$ cat src/hps_cmd_pkg.sv
// host command definitions
// opcodes of the host word bus and the two ways a host word is decoded

package hps_cmd_pkg;

	localparam int HOST_WORD_W = 16;

	// a host word is either a full opcode or a marker/payload byte pair
	typedef struct packed {
		logic [7:0] marker;
		logic [7:0] payload;
	} host_pair_t;

	typedef union packed {
		logic [HOST_WORD_W-1:0] cmd;
		host_pair_t             pair;
	} host_word_u;

	////////////////////////////////////////////////////////////////////////////
	// opcodes
	localparam logic [HOST_WORD_W-1:0] CMD_CFG        = 16'h0001;
	localparam logic [HOST_WORD_W-1:0] CMD_JOY0       = 16'h0002;
	localparam logic [HOST_WORD_W-1:0] CMD_JOY1       = 16'h0003;
	localparam logic [HOST_WORD_W-1:0] CMD_KBD        = 16'h0005;
	localparam logic [HOST_WORD_W-1:0] CMD_STATUS     = 16'h001E;
	localparam logic [HOST_WORD_W-1:0] CMD_KBD_LED    = 16'h001F;
	localparam logic [HOST_WORD_W-1:0] CMD_STATUS_REQ = 16'h0029;
	localparam logic [HOST_WORD_W-1:0] CMD_FILE_TX    = 16'h0053;
	localparam logic [HOST_WORD_W-1:0] CMD_FILE_DAT   = 16'h0054;
	localparam logic [HOST_WORD_W-1:0] CMD_FILE_INDEX = 16'h0055;
	localparam logic [HOST_WORD_W-1:0] CMD_FILE_INFO  = 16'h0056;

	// upper nibble of the first status request answer
	localparam logic [3:0] STATUS_REQ_TAG = 4'hA;

endpackage

$ cat src/ps2_pkg.sv
// ps/2 keyboard definitions
// scancode prefixes, special key sequences and serial frame timing

package ps2_pkg;

	// scancode prefixes
	localparam logic [7:0] PS2_BREAK = 8'hF0;
	localparam logic [7:0] PS2_EXT   = 8'hE0;

	// raw sequences that get a dedicated event code
	localparam logic [31:0] KEY_PRNSCR_MAKE  = 32'hE012E07C;
	localparam logic [31:0] KEY_PRNSCR_BREAK = 32'h7CE0F012;
	localparam logic [31:0] KEY_PAUSE_MAKE   = 32'hF014F077;
	localparam logic [9:0]  EV_PRNSCR_MAKE   = 10'h37C;
	localparam logic [9:0]  EV_PRNSCR_BREAK  = 10'h17C;
	localparam logic [9:0]  EV_PAUSE         = 10'h377;

	// transmitter steps: start, 8 data, parity, stop, then back to idle
	localparam logic [3:0] PS2_TX_LAST   = 4'd11;
	localparam int         PS2_START_GAP = 4;

endpackage

$ cat src/file_loader.sv
// file download port
// decodes the file commands of the host and produces the ioctl write
// stream. in wide mode words are 16 bits and the address steps by 2

`timescale 1ns/1ns

module file_loader
	import hps_cmd_pkg::*;
#(
	parameter int WIDE = 0
) (
	input  logic                   clk_sys,
	input  logic                   arst_n,
	input  logic [HOST_WORD_W-1:0] cmd,
	input  logic                   data_stb,
	input  logic [9:0]             word_idx,
	input  host_word_u             io_din,
	output logic                   ioctl_download,
	output logic [7:0]             ioctl_index,
	output logic                   ioctl_wr,
	output logic [24:0]            ioctl_addr,
	output logic [15:0]            ioctl_dout,
	output logic [31:0]            ioctl_file_ext
);

	localparam logic [24:0] ADDR_STEP = (WIDE != 0) ? 25'd2 : 25'd1;

	logic [24:0] addr;
	logic [24:0] wr_addr;
	logic [15:0] wr_data;
	logic [15:0] din_word;
	logic        wr;

	// narrow mode keeps only the low byte
	assign din_word = (WIDE != 0) ? io_din.cmd : {8'h00, io_din.pair.payload};

	always_ff @(posedge clk_sys or negedge arst_n) begin
		if (!arst_n) begin
			ioctl_download <= 1'b0;
			ioctl_index    <= '0;
			ioctl_file_ext <= '0;
			ioctl_addr     <= '0;
			ioctl_dout     <= '0;
			ioctl_wr       <= 1'b0;
			wr             <= 1'b0;
			addr           <= '0;
		end else begin
			// address and data move out together with the write pulse
			ioctl_wr <= wr;
			wr       <= 1'b0;
			if (wr) begin
				ioctl_addr <= wr_addr;
				ioctl_dout <= wr_data;
			end
			if (data_stb) begin
				case (cmd)
					CMD_FILE_INFO: begin
						if (word_idx == 10'd1)
							ioctl_file_ext[31:16] <= io_din.cmd;
						else if (word_idx == 10'd2)
							ioctl_file_ext[15:0] <= io_din.cmd;
					end
					CMD_FILE_INDEX: ioctl_index <= io_din.pair.payload;
					CMD_FILE_TX: begin
						if (|io_din.pair.payload) begin
							addr           <= '0;
							ioctl_download <= 1'b1;
						end else begin
							// end of download shows the final address
							ioctl_addr     <= addr;
							ioctl_download <= 1'b0;
						end
					end
					CMD_FILE_DAT: begin
						wr   <= 1'b1;
						addr <= addr + ADDR_STEP;
					end
					default: ;
				endcase
			end
		end
	end

	always_ff @(posedge clk_sys) begin
		if (data_stb && (cmd == CMD_FILE_DAT)) begin
			wr_addr <= addr;
			wr_data <= din_word;
		end
	end

endmodule

$ cat src/host_cmd_decoder.sv
// host command decoder
// frames host transactions, latches the command word, writes the control
// registers and answers status and keyboard led reads. keyboard bytes are
// forwarded to the event decoder and the ps/2 transmitter

`timescale 1ns/1ns

module host_cmd_decoder
	import hps_cmd_pkg::*;
(
	input  logic                   clk_sys,
	input  logic                   arst_n,
	input  logic                   io_enable,
	input  logic                   io_strobe,
	input  host_word_u             io_din,
	input  logic [31:0]            status_in,
	input  logic                   status_set,
	input  logic [2:0]             kbd_led_status,
	input  logic [2:0]             kbd_led_use,
	output logic [HOST_WORD_W-1:0] io_dout,
	output logic [1:0]             buttons,
	output logic                   forced_scandoubler,
	output logic [15:0]            joystick_0,
	output logic [15:0]            joystick_1,
	output logic [31:0]            status,
	output logic [HOST_WORD_W-1:0] cmd,
	output logic                   data_stb,
	output logic [9:0]             word_idx,
	output logic                   key_clear,
	output logic [7:0]             key_byte,
	output logic                   key_we,
	output logic                   key_done,
	output logic [7:0]             kbd_byte,
	output logic                   kbd_we
);

	logic        cmd_stb;
	logic        old_enable;
	logic        frame_end;
	logic        skip_marker;
	logic        ps2skip;
	logic        old_status_set;
	logic [3:0]  stflg;
	logic [31:0] status_req;
	logic [8:0]  led_word;

	// word 0 of a frame is the command, every later word is data
	assign cmd_stb     = io_enable & io_strobe & (word_idx == '0);
	assign data_stb    = io_enable & io_strobe & (word_idx != '0);
	assign frame_end   = old_enable & ~io_enable;
	assign skip_marker = &io_din.pair.marker;
	assign key_byte    = kbd_byte;

	// led readback, bit 2 pair first
	assign led_word = {1'b0, 2'b01,
		kbd_led_status[2], kbd_led_use[2],
		kbd_led_status[1], kbd_led_use[1],
		kbd_led_status[0], kbd_led_use[0]};

	////////////////////////////////////////////////////////////////////////////
	// framing
	always_ff @(posedge clk_sys or negedge arst_n) begin
		if (!arst_n) begin
			old_enable <= 1'b0;
			word_idx   <= '0;
			cmd        <= '0;
		end else begin
			old_enable <= io_enable;
			if (!io_enable) begin
				word_idx <= '0;
				cmd      <= '0;
			end else if (io_strobe) begin
				// saturate so long downloads keep a nonzero index
				if (~&word_idx)
					word_idx <= word_idx + 1'b1;
				if (cmd_stb)
					cmd <= io_din.cmd;
			end
		end
	end

	////////////////////////////////////////////////////////////////////////////
	// register writes
	always_ff @(posedge clk_sys or negedge arst_n) begin
		if (!arst_n) begin
			buttons            <= '0;
			forced_scandoubler <= 1'b0;
			joystick_0         <= '0;
			joystick_1         <= '0;
			status             <= '0;
		end else if (data_stb) begin
			case (cmd)
				CMD_CFG: begin
					buttons            <= io_din.pair.payload[1:0];
					forced_scandoubler <= io_din.pair.payload[4];
				end
				CMD_JOY0: joystick_0 <= io_din.cmd;
				CMD_JOY1: joystick_1 <= io_din.cmd;
				CMD_STATUS: begin
					if (word_idx == 10'd1)
						status[15:0] <= io_din.cmd;
					else if (word_idx == 10'd2)
						status[31:16] <= io_din.cmd;
				end
				default: ;
			endcase
		end
	end

	// status request from the core, counted on each rising edge
	always_ff @(posedge clk_sys or negedge arst_n) begin
		if (!arst_n) begin
			old_status_set <= 1'b0;
			stflg          <= '0;
			status_req     <= '0;
		end else begin
			old_status_set <= status_set;
			if (status_set && !old_status_set) begin
				stflg      <= stflg + 1'b1;
				status_req <= status_in;
			end
		end
	end

	////////////////////////////////////////////////////////////////////////////
	// keyboard bytes
	always_ff @(posedge clk_sys or negedge arst_n) begin
		if (!arst_n) begin
			ps2skip   <= 1'b0;
			key_clear <= 1'b0;
			key_we    <= 1'b0;
			kbd_we    <= 1'b0;
			key_done  <= 1'b0;
		end else begin
			key_clear <= cmd_stb && (io_din.cmd == CMD_KBD);
			key_we    <= 1'b0;
			kbd_we    <= 1'b0;
			// frame closes with cmd and skip flag still valid this cycle
			key_done  <= frame_end && (cmd == CMD_KBD) && !ps2skip;
			if (!io_enable) begin
				ps2skip <= 1'b0;
			end else if (data_stb && (cmd == CMD_KBD)) begin
				kbd_we <= 1'b1;
				key_we <= !skip_marker && !ps2skip;
				if (skip_marker)
					ps2skip <= 1'b1;
			end
		end
	end

	always_ff @(posedge clk_sys) begin
		if (data_stb && (cmd == CMD_KBD))
			kbd_byte <= io_din.pair.payload;
	end

	////////////////////////////////////////////////////////////////////////////
	// read data, held until the next strobe
	always_ff @(posedge clk_sys or negedge arst_n) begin
		if (!arst_n) begin
			io_dout <= '0;
		end else if (!io_enable) begin
			io_dout <= '0;
		end else if (io_strobe) begin
			io_dout <= '0;
			if (cmd_stb) begin
				if (io_din.cmd == CMD_STATUS_REQ)
					io_dout <= {8'h00, STATUS_REQ_TAG, stflg};
			end else begin
				case (cmd)
					CMD_STATUS_REQ: begin
						if (word_idx == 10'd1)
							io_dout <= status_req[15:0];
						else if (word_idx == 10'd2)
							io_dout <= status_req[31:16];
					end
					CMD_KBD_LED: io_dout <= {7'd0, led_word};
					default: ;
				endcase
			end
		end
	end

endmodule

$ cat src/hps_io_top.sv
// host command bridge
// connects the host word bus to the control registers, the keyboard
// event decoder, the ps/2 keyboard transmitter and the file download port

`timescale 1ns/1ns

module hps_io_top
	import hps_cmd_pkg::*;
#(
	parameter int WIDE      = 0,
	parameter int PS2DIV    = 2000,
	parameter int FIFO_BITS = 5
) (
	input  logic                   clk_sys,
	input  logic                   arst_n,
	// host bus
	input  logic                   io_enable,
	input  logic                   io_strobe,
	input  host_word_u             io_din,
	output logic [HOST_WORD_W-1:0] io_dout,
	output logic                   io_wait,
	input  logic                   ioctl_wait,
	// control registers
	input  logic [31:0]            status_in,
	input  logic                   status_set,
	input  logic [2:0]             kbd_led_status,
	input  logic [2:0]             kbd_led_use,
	output logic [1:0]             buttons,
	output logic                   forced_scandoubler,
	output logic [15:0]            joystick_0,
	output logic [15:0]            joystick_1,
	output logic [31:0]            status,
	// keyboard
	output logic [10:0]            ps2_key,
	output logic                   ps2_kbd_clk_out,
	output logic                   ps2_kbd_data_out,
	// download
	output logic                   ioctl_download,
	output logic [7:0]             ioctl_index,
	output logic                   ioctl_wr,
	output logic [24:0]            ioctl_addr,
	output logic [15:0]            ioctl_dout,
	output logic [31:0]            ioctl_file_ext
);

	logic [HOST_WORD_W-1:0] cmd;
	logic                   data_stb;
	logic [9:0]             word_idx;
	logic                   key_clear;
	logic [7:0]             key_byte;
	logic                   key_we;
	logic                   key_done;
	logic [7:0]             kbd_byte;
	logic                   kbd_we;

	// download back-pressure goes straight to the host
	assign io_wait = ioctl_wait;

	host_cmd_decoder u_host_cmd_decoder (
		.clk_sys, .arst_n,
		.io_enable, .io_strobe, .io_din, .io_dout,
		.status_in, .status_set, .kbd_led_status, .kbd_led_use,
		.buttons, .forced_scandoubler, .joystick_0, .joystick_1, .status,
		.cmd, .data_stb, .word_idx,
		.key_clear, .key_byte, .key_we, .key_done,
		.kbd_byte, .kbd_we
	);

	file_loader #(
		.WIDE(WIDE)
	) u_file_loader (
		.clk_sys, .arst_n,
		.cmd, .data_stb, .word_idx, .io_din,
		.ioctl_download, .ioctl_index, .ioctl_wr,
		.ioctl_addr, .ioctl_dout, .ioctl_file_ext
	);

	scancode_decoder u_scancode_decoder (
		.clk_sys, .arst_n,
		.key_clear, .key_byte, .key_we, .key_done,
		.ps2_key
	);

	ps2_kbd_tx #(
		.PS2DIV(PS2DIV),
		.FIFO_BITS(FIFO_BITS)
	) u_ps2_kbd_tx (
		.clk_sys, .arst_n,
		.kbd_byte, .kbd_we,
		.ps2_kbd_clk_out, .ps2_kbd_data_out
	);

endmodule

$ cat src/ps2_kbd_tx.sv
// ps/2 keyboard transmitter
// divides clk_sys down to the ps/2 clock, buffers bytes in a fifo and
// sends each one as an 11 bit frame, lsb first with odd parity.
// data changes on the rising tick and is stable on the falling clock edge

`timescale 1ns/1ns

module ps2_kbd_tx
	import ps2_pkg::*;
#(
	parameter int PS2DIV    = 2000,
	parameter int FIFO_BITS = 5
) (
	input  logic       clk_sys,
	input  logic       arst_n,
	input  logic [7:0] kbd_byte,
	input  logic       kbd_we,
	output logic       ps2_kbd_clk_out,
	output logic       ps2_kbd_data_out
);

	localparam int DIV_W = $clog2(PS2DIV + 2);
	localparam int GAP_W = $clog2(PS2_START_GAP + 1);

	logic [7:0]           fifo_mem [2**FIFO_BITS];
	logic [FIFO_BITS-1:0] wptr;
	logic [FIFO_BITS-1:0] rptr;
	logic [DIV_W-1:0]     div_cnt;
	logic                 clk_ps2;
	logic                 old_clk;
	logic                 tick_rise;
	logic                 tick_fall;
	logic                 fifo_empty;
	logic [GAP_W-1:0]     gap;
	logic [3:0]           tx_state;
	logic [7:0]           tx_byte;
	logic                 parity;
	logic                 tx_start;
	logic                 tx_shift;

	assign tick_rise  = clk_ps2 & ~old_clk;
	assign tick_fall  = ~clk_ps2 & old_clk;
	assign fifo_empty = (wptr == rptr);
	assign tx_start   = tick_rise && (tx_state == '0) && !fifo_empty &&
		(gap == GAP_W'(PS2_START_GAP));
	// states 1 to 8 carry the data bits
	assign tx_shift   = tick_rise && (tx_state >= 4'd1) && (tx_state <= 4'd8);

	always_ff @(posedge clk_sys) begin
		if (kbd_we)
			fifo_mem[wptr] <= kbd_byte;
		if (tx_start)
			tx_byte <= fifo_mem[rptr];
		else if (tx_shift)
			tx_byte <= {1'b0, tx_byte[7:1]};
	end

	always_ff @(posedge clk_sys or negedge arst_n) begin
		if (!arst_n) begin
			div_cnt          <= '0;
			clk_ps2          <= 1'b0;
			old_clk          <= 1'b0;
			wptr             <= '0;
			rptr             <= '0;
			gap              <= '0;
			tx_state         <= '0;
			parity           <= 1'b1;
			ps2_kbd_clk_out  <= 1'b1;
			ps2_kbd_data_out <= 1'b1;
		end else begin
			// ps/2 tick
			if (div_cnt == DIV_W'(PS2DIV)) begin
				div_cnt <= '0;
				clk_ps2 <= ~clk_ps2;
			end else begin
				div_cnt <= div_cnt + 1'b1;
			end
			old_clk <= clk_ps2;

			// a full fifo wraps and overwrites
			if (kbd_we)
				wptr <= wptr + 1'b1;

			if (tick_rise) begin
				ps2_kbd_clk_out <= 1'b1;
				if (tx_state == '0) begin
					if (tx_start) begin
						rptr             <= rptr + 1'b1;
						gap              <= '0;
						parity           <= 1'b1;
						tx_state         <= 4'd1;
						ps2_kbd_data_out <= 1'b0;
					end else if (!fifo_empty) begin
						gap <= gap + 1'b1;
					end
				end else begin
					if (tx_shift) begin
						ps2_kbd_data_out <= tx_byte[0];
						if (tx_byte[0])
							parity <= ~parity;
					end else if (tx_state == 4'd9) begin
						ps2_kbd_data_out <= parity;
					end else begin
						// stop bit, and idle level afterwards
						ps2_kbd_data_out <= 1'b1;
					end
					tx_state <= (tx_state == PS2_TX_LAST) ? 4'd0 : tx_state + 1'b1;
				end
			end

			// clock only pulses low while a frame is on the wire
			if (tick_fall)
				ps2_kbd_clk_out <= (tx_state == '0);
		end
	end

endmodule

$ cat src/scancode_decoder.sv
// keyboard event decoder
// collects the scancode bytes of one keyboard transaction and turns them
// into the ps2_key event word: [10] toggle, [9] pressed, [8] extended

`timescale 1ns/1ns

module scancode_decoder
	import ps2_pkg::*;
(
	input  logic        clk_sys,
	input  logic        arst_n,
	input  logic        key_clear,
	input  logic [7:0]  key_byte,
	input  logic        key_we,
	input  logic        key_done,
	output logic [10:0] ps2_key
);

	logic [31:0] raw;
	logic        pressed;
	logic        extended;
	logic [9:0]  key_event;

	assign pressed  = (raw[15:8] != PS2_BREAK);
	// a break code pushes the e0 prefix one byte further back
	assign extended = pressed ? (raw[15:8] == PS2_EXT) : (raw[23:16] == PS2_EXT);

	always_comb begin
		case (raw)
			KEY_PRNSCR_MAKE:  key_event = EV_PRNSCR_MAKE;
			KEY_PRNSCR_BREAK: key_event = EV_PRNSCR_BREAK;
			KEY_PAUSE_MAKE:   key_event = EV_PAUSE;
			default:          key_event = {pressed, extended, raw[7:0]};
		endcase
	end

	// byte history, newest byte lowest
	always_ff @(posedge clk_sys or negedge arst_n) begin
		if (!arst_n)
			raw <= '0;
		else if (key_clear)
			raw <= '0;
		else if (key_we)
			raw <= {raw[23:0], key_byte};
	end

	always_ff @(posedge clk_sys or negedge arst_n) begin
		if (!arst_n)
			ps2_key <= '0;
		else if (key_done)
			ps2_key <= {~ps2_key[10], key_event};
	end

endmodule
$ cat config.mk
export PLATFORM = sky130hd
export DESIGN_NAME = hps_io_top
export DESIGN_NICKNAME = d
export VERILOG_FILES = /design/src/hps_cmd_pkg.sv /design/src/ps2_pkg.sv /design/src/file_loader.sv /design/src/host_cmd_decoder.sv /design/src/hps_io_top.sv /design/src/ps2_kbd_tx.sv /design/src/scancode_decoder.sv
export SDC_FILE = /design/constraint.sdc
export NUM_CORES = 1
export LEC_CHECK = 0
export BUFFER_PORTS_ARGS = -buffer_cell sky130_fd_sc_hd__buf_4
export CAP_MARGIN = 20
export CELL_PAD_IN_SITES_DETAIL_PLACEMENT = 1
export CELL_PAD_IN_SITES_GLOBAL_PLACEMENT = 2
export CORE_ASPECT_RATIO = 1.75
export CORE_MARGIN = 2
export CORE_UTILIZATION = 38
export DETAILED_ROUTE_END_ITERATION = 7
export GPL_TIMING_DRIVEN = 1
export PLACE_DENSITY = 0.86
export REMOVE_ABC_BUFFERS = 1
export SETUP_SLACK_MARGIN = 0.05
export SYNTH_ARGS = -nofsm -noshare
export SYNTH_HDL_FRONTEND = slang
export SYNTH_SLANG_ARGS = --single-unit
$ cat constraint.sdc
create_clock -name clk_sys -period 2.92 [get_ports clk_sys]
set_clock_uncertainty 0.2 [all_clocks]
set_input_delay 0.146 -clock clk_sys [delete_from_list [all_inputs] [get_ports clk_sys]]
set_output_delay 0.146 -clock clk_sys [all_outputs]
set_load 0.02 [all_outputs]
; ---- Word-level counts from Yosys, hierarchy flattened
; Memories as Yosys holds them, arrays and structs flattened.
; Index checks and enable logic that the tools add are counted.
[classes]
n_reduce_logical = 45
addsub = 8
eq_ne = 34
magnitude_cmp = 2
n_bitwise = 12
mux = 53
[op_table]
columns = op, n
row1 = two-way mux 16 bit, 8
row2 = two-way mux 25 bit, 5
row3 = "== test 16 x 7 -> 1 bit, second input constant", 4
row4 = "== test 32 bit, second input constant", 2
row5 = two-way mux 32 bit, 2
row6 = one-hot mux 25 bit (2 select lines), 1
row7 = "== test 16 x 2 -> 1 bit, second input constant", 2
row8 = "== test 16 x 3 -> 1 bit, second input constant", 2
row9 = "== test 16 x 5 -> 1 bit, second input constant", 2
row10 = "== test 16 x 6 -> 1 bit, second input constant", 2
row11 = "== test 32 x 31 -> 1 bit, second input constant", 1
row12 = one-hot mux 16 bit (2 select lines), 1
row13 = two-way mux 10 bit, 3
row14 = one-hot mux 10 bit (3 select lines), 1
row15 = "adder 25 x 1 -> 25 bit, second input constant", 1
row16 = two-way mux 8 bit, 3
row17 = two-way mux 1 bit, 23
row18 = AND reduction 2 bit, 9
row19 = "== test 16 x 1 -> 1 bit, second input constant", 1
row20 = "== test 8 bit, second input constant", 2
row21 = AND reduction 3 bit, 5
row22 = logical AND 1 bit, 12
row23 = two-way mux 4 bit, 3
row24 = "inequality test 2 x 1 -> 1 bit, second input constant", 6
row25 = 28 further kinds, 53
[totals]
regBits = 378
n_memories = 1
elab_cells = 198
mem_bits_rw = 256
in_bits = 60
out_inout_bits = 180
[mem_list]
columns = name, words, width, rd, rd_clocked_by_memory_dff, wr, line
row1 = u_ps2_kbd_tx.fifo_mem, 32, 8, 1, 0, 1, ps2_kbd_tx.sv:25  ; logic [7:0] fifo_mem [2**FIFO_BITS];

; ---- Depth between registers and ports, before layout
[depth]
ltp_word = 7
ltp_mapped = 9
ltp_nobuf = 7

; ---- Hierarchy
; Synthesis repeated with hierarchy kept, for this count alone.
[unflattened]
hier_cells = 1819
area_unflattened_um2 = 26715.6
[by_module_without_submodules]
columns = mod, instances, cells_each, seq_area_each_um2, area_per_inst_um2
row1 = ps2_kbd_tx, 1, 740, 8757.1, 12294.3
row2 = host_cmd_decoder, 1, 497, 4043.9, 6914.1
row3 = file_loader, 1, 428, 3518.4, 5645.4
row4 = scancode_decoder, 1, 153, 1076.0, 1854.3
row5 = hps_io_top, 1, 1, 0.0, 7.5

; ---- Worst setup path before layout
; No wires, ideal clock.
[synth_timing]
path_type = register to register
from = reg u_host_cmd_decoder.cmd[9]
to = reg u_file_loader.addr[13]
n_path_buf = 3
required_time_ns = 2.633
path_slack_ns = 0.120
synth_period_minus_slack_ns = 2.800
t_arrival_ns = 2.513
stages_incl_launch_ff = 9
setup_ns = 0.087
cell_sequence = dfrtp_1 > or4_4 > buf_6 > nor4_4 > clkbuf_2 > and2_1 > buf_2 > nand4_1 > o211ai_1
[synth_via]
elab_chain_len = 3
word_cells_on_any_way = 6
classes_between = eq/ne: 3 / mux: 1 / reduce/logical: 2
[synth_rtl]
columns = element, line
row1 = from (decl), host_cmd_decoder.sv:26  ; output logic [HOST_WORD_W-1:0] cmd,
row2 = from (signal assigned), host_cmd_decoder.sv:77  ; cmd <= io_din.cmd;
row3 = == test 16 x 7 -> 1 bit, file_loader.sv:56  ; case (cmd)
row4 = inequality test 2 x 1 -> 1 bit (no line) or nonzero test 2 bit (tied branches), n/a
row5 = AND reduction 3 bit (no line), n/a
row6 = to (signal assigned), file_loader.sv:76  ; addr <= addr + ADDR_STEP;
row7 = to (decl), file_loader.sv:28  ; logic [24:0] addr;
; Several ways; a longest one is shown, not always the timed one.
; A chain may end at the register's enable or synchronous reset.

; ---- Worst setup path after layout
[layout_timing]
from = reg u_host_cmd_decoder.cmd[7]
to = reg u_file_loader.ioctl_file_ext[31]
[layout_via]
elab_chain_len = 2
[layout_rtl]
columns = element, line
row1 = == test 16 x 7 -> 1 bit, file_loader.sv:56
row2 = AND reduction 3 bit (no line), n/a
row3 = to (signal assigned), file_loader.sv:59  ; ioctl_file_ext[31:16] <= io_din.cmd;
row4 = to (decl), file_loader.sv:23  ; output logic [31:0] ioctl_file_ext
; Every way passes these cells.

==> flow_summary.toml <==
[outcome]
status = "completed"

[finish]
fin_area_mm2 = 0.0322
fillers = 6839
areaGrowthSynthToFinish_pct = 23.2
n_antenna_cell = 0
fin_util = 0.472
layout_common_cells = "buf_4, dfrtp_1, edfxtp_1"
seqCellArea_mm2 = 0.0174
final_common_cell = "buf_4"
multi_input_area_mm2 = 0.00821
drive_gt1_frac = 0.305
layout.nets = 2224

[timing]
setup_viol = 0
max_freq_mhz = 366
maxSlewViolCount = 0
fin_setup_tns_ns = 0
fin_crit_ns = 2.73
rsz0062_at_grt = "no"
period_share = 0.935
relSlewSlack = 0.375
finalHoldViolCount = 0
worstMarginPinSlew_ns = 0.937

[pwr]
ir_worst_vdd_uv = 510
combPwrFrac = 0.047
swShare = 0.219
leakage_nw = 12.8
power_frac_seq = 0.516
p_per_area_mw_per_mm2 = 577
p_switching_mw = 4.07
pwr-share-clk = 0.438
p_int_mw = 14.5

[min_path]
hp-class = "in2out"
hold_path_startpoint = "ioctl_wait"
hold_end = "io_wait"
whs_path_depth = 0

[critical_path]
cpPeakStageDelay_ns = 0.61
path_class = "reg2reg"
cp-start-kind = "flip-flop"
r2r_end = "u_file_loader.ioctl_file_ext[31]"
worstPathCellList = "or4bb_1 -> nor3_4 -> buf_4 -> and4_1 -> nand2_2 -> mux2_1"
worstRegToRegCells = 6
reg2reg_from = "u_host_cmd_decoder.cmd[7]"
crit_arrival_ns = 3.04
rrSetupSlack_ns = 0.19
worst_setup_path_end_kind = "flip-flop"
cp.required_ns = 3.23
crit_path_top_delay_cell = "or4bb_1"
worst-path-max-fanout = 16

[cts]
clk_latency_ns = 0.63
cts_root_buf = "clkbuf_16"
cts_tree = "done"
cts.htree.levels = 2
cts_buffers = 54
clock_path_buffers = 3
path_clk_slew_ns = 0.07
cts_sinks = 634
post-cts-setup-buffer-count = 0

[route]
drt-total-wl_um = 73800
via_count = 16500
routedWlPerCell_um = 23.9
ant_nets = 0
drt-initial-drc-count = 914
drt-pass1-iter-count = 5
drc_errors = 0
routed_via_density = 5.35

[logic_synthesis]
synth-seq-cells = 634
synth-async-reset-ratio = 0.519
syn-cell-area_mm2 = 0.0262
ys_warn_count = 0
synth-edff-count = 305
seq_area_frac_synth = 0.665
syn_avg_cell_area_um2 = 14.6
syn_inst = 1790
synth_ff_type = "dfrtp_1"
ys_types = 81

[placed_design]
postPlaceCellArea_mm2 = 0.0295
routabilityCongestion = 0.871
dp_hpwl_um = 50600
place.port_buffers = 229

[grt]
grt.total_usage = 0.209
grt_max_degree = 84
grt_pass1_wl_um = 114000
gr-total-overflow = 0
grt_antenna_before_repair = 0
first_global_vias = 18700

[floorplanning]
io_pins = 240
die_area_mm2 = 0.0710
die_w_um = 202
coreArea_mm2 = 0.0683
rows = 127
fp.dieH_um = 351
initial_core_util = 0.383

[run]
maxCapViolations = 0
-- sequential cells by signal (all words and copies together), names as in the netlist, 10 cells and up --
signal                         cells
u_host_cmd_decoder.cmd            16
u_host_cmd_decoder.word_idx       10
u_ps2_kbd_tx.div_cnt              11
u_host_cmd_decoder.status_req     32
u_scancode_decoder.raw            32
u_file_loader.ioctl_file_ext      32
u_file_loader.wr_addr             25
u_ps2_kbd_tx.fifo_mem            256
u_host_cmd_decoder.joystick_1     16
u_host_cmd_decoder.joystick_0     16
u_host_cmd_decoder.io_dout        16
u_host_cmd_decoder.status         32
u_file_loader.ioctl_addr          25
u_file_loader.addr                25
u_scancode_decoder.ps2_key        11
-- cells in the mapped netlist, drive strengths merged, types with 17 or more instances --
cell | n | area (um2)
a21oi | 28 | 140
nand2 | 115 | 442
nor2 | 126 | 483
clkbuf | 64 | 241
nand4 | 22 | 138
buf | 49 | 293
mux2i | 100 | 1000
nor4 | 21 | 176
ha | 20 | 250
nor2b | 19 | 119
o21ai | 73 | 365
edfxtp | 305 | 9160
nand3 | 31 | 165
mux2 | 153 | 1760
and3 | 18 | 118
inv | 25 | 93.8
a22o | 25 | 220
dfrtp | 326 | 8160
mux4 | 44 | 991
xnor2 | 17 | 149
-- per-stage QoR --
step	setup slack, ns	total power, mW	cells	hold WS [ns]
after global routing	0.0636	19.1	3092	0.0843
after global placement	0.161	10.5	2926	-0.00123
final	0.189	18.6	3092	0.0920
after floorplan	-2.15	10.1	1684	-0.350
after CTS	0.0947	18.7	3090	0.0449
after detailed placement	0.0458	10.6	2926	0.00287
-- per-layer routing --
metal / global-route usage / part of all wire / vias up
li1: - / - / 7363
met1: 0.219 / 0.35 / 8607
met2: 0.409 / 0.57 / 415
met3: 0.0277 / 0.036 / 145
met4: 0.0940 / 0.043 / 0
met5: 0 / 0 / -
-- power groups by stage --
stage / clock (mW) / combinational (mW) / sequential, mW
floorplan: 0 / 0.316 / 9.77
global placement: 0 / 0.761 / 9.75
detailed placement: 0 / 0.787 / 9.76
CTS: 8.29 / 0.860 / 9.58
global route: 8.57 / 0.936 / 9.60
finish: 8.14 / 0.865 / 9.59
-- area by class of cell --
| class | instances | area share |
|---|---|---|
| sequential | 634 | 0.540 |
| clock inverter | 33 | 0.0154 |
| tap | 903 | 0.0350 |
| inverter | 25 | 0.00291 |
| clock buffer | 68 | 0.0470 |
| multi-input combinational | 1025 | 0.255 |
| timing repair buffer | 404 | 0.105 |
-- logic make-up (layout without fill, tap and decap cells) --
kind of cell               after synthesis  count (layout)  synth area share
buffers and inverters                  138             530            0.0240
AOI/OAI and AO/OA                      232             232            0.0599
and+or+nand+nor                        436             436            0.0872
other                                    1               8          0.000143
xor gates and xnor gates                32              32            0.0107
muxes                                  297             297             0.143
adders and majority gates               20              20           0.00957
DFF                                    634             634             0.665
-- critical path, delay by kind of cell (launching register included) --
family,cells,cell delay [ns]
mux,1,0.42
simple gates,4,1.36
flops,1,0.46
buf+inv,1,0.15
-- worst max-delay path by stage --
stage	from	to	slack, ns
6_report	u_host_cmd_decoder.cmd[7]	u_file_loader.ioctl_file_ext[31]	0.19
5_1_grt	u_host_cmd_decoder.cmd[7]	u_file_loader.ioctl_file_ext[31]	0.06
4_1_cts	u_host_cmd_decoder.cmd[13]	u_file_loader.ioctl_file_ext[31]	0.09
3_5_place_dp	u_host_cmd_decoder.word_idx[2]	u_host_cmd_decoder.status[22]	0.05
3_3_place_gp	u_host_cmd_decoder.cmd[13]	u_file_loader.addr[24]	0.16
2_1_floorplan	u_ps2_kbd_tx.rptr[1]	u_ps2_kbd_tx.tx_byte[0]	-2.15
-- repair_timing --
action / CTS / global route
endpoints found under the setup margin: 11 / 41
gates resized for setup: 1 / 3
hold buffers: 63 / 0
endpoints found under the hold margin: 533 / 0
No activity file was read; power rests on OpenSTA's default activity.
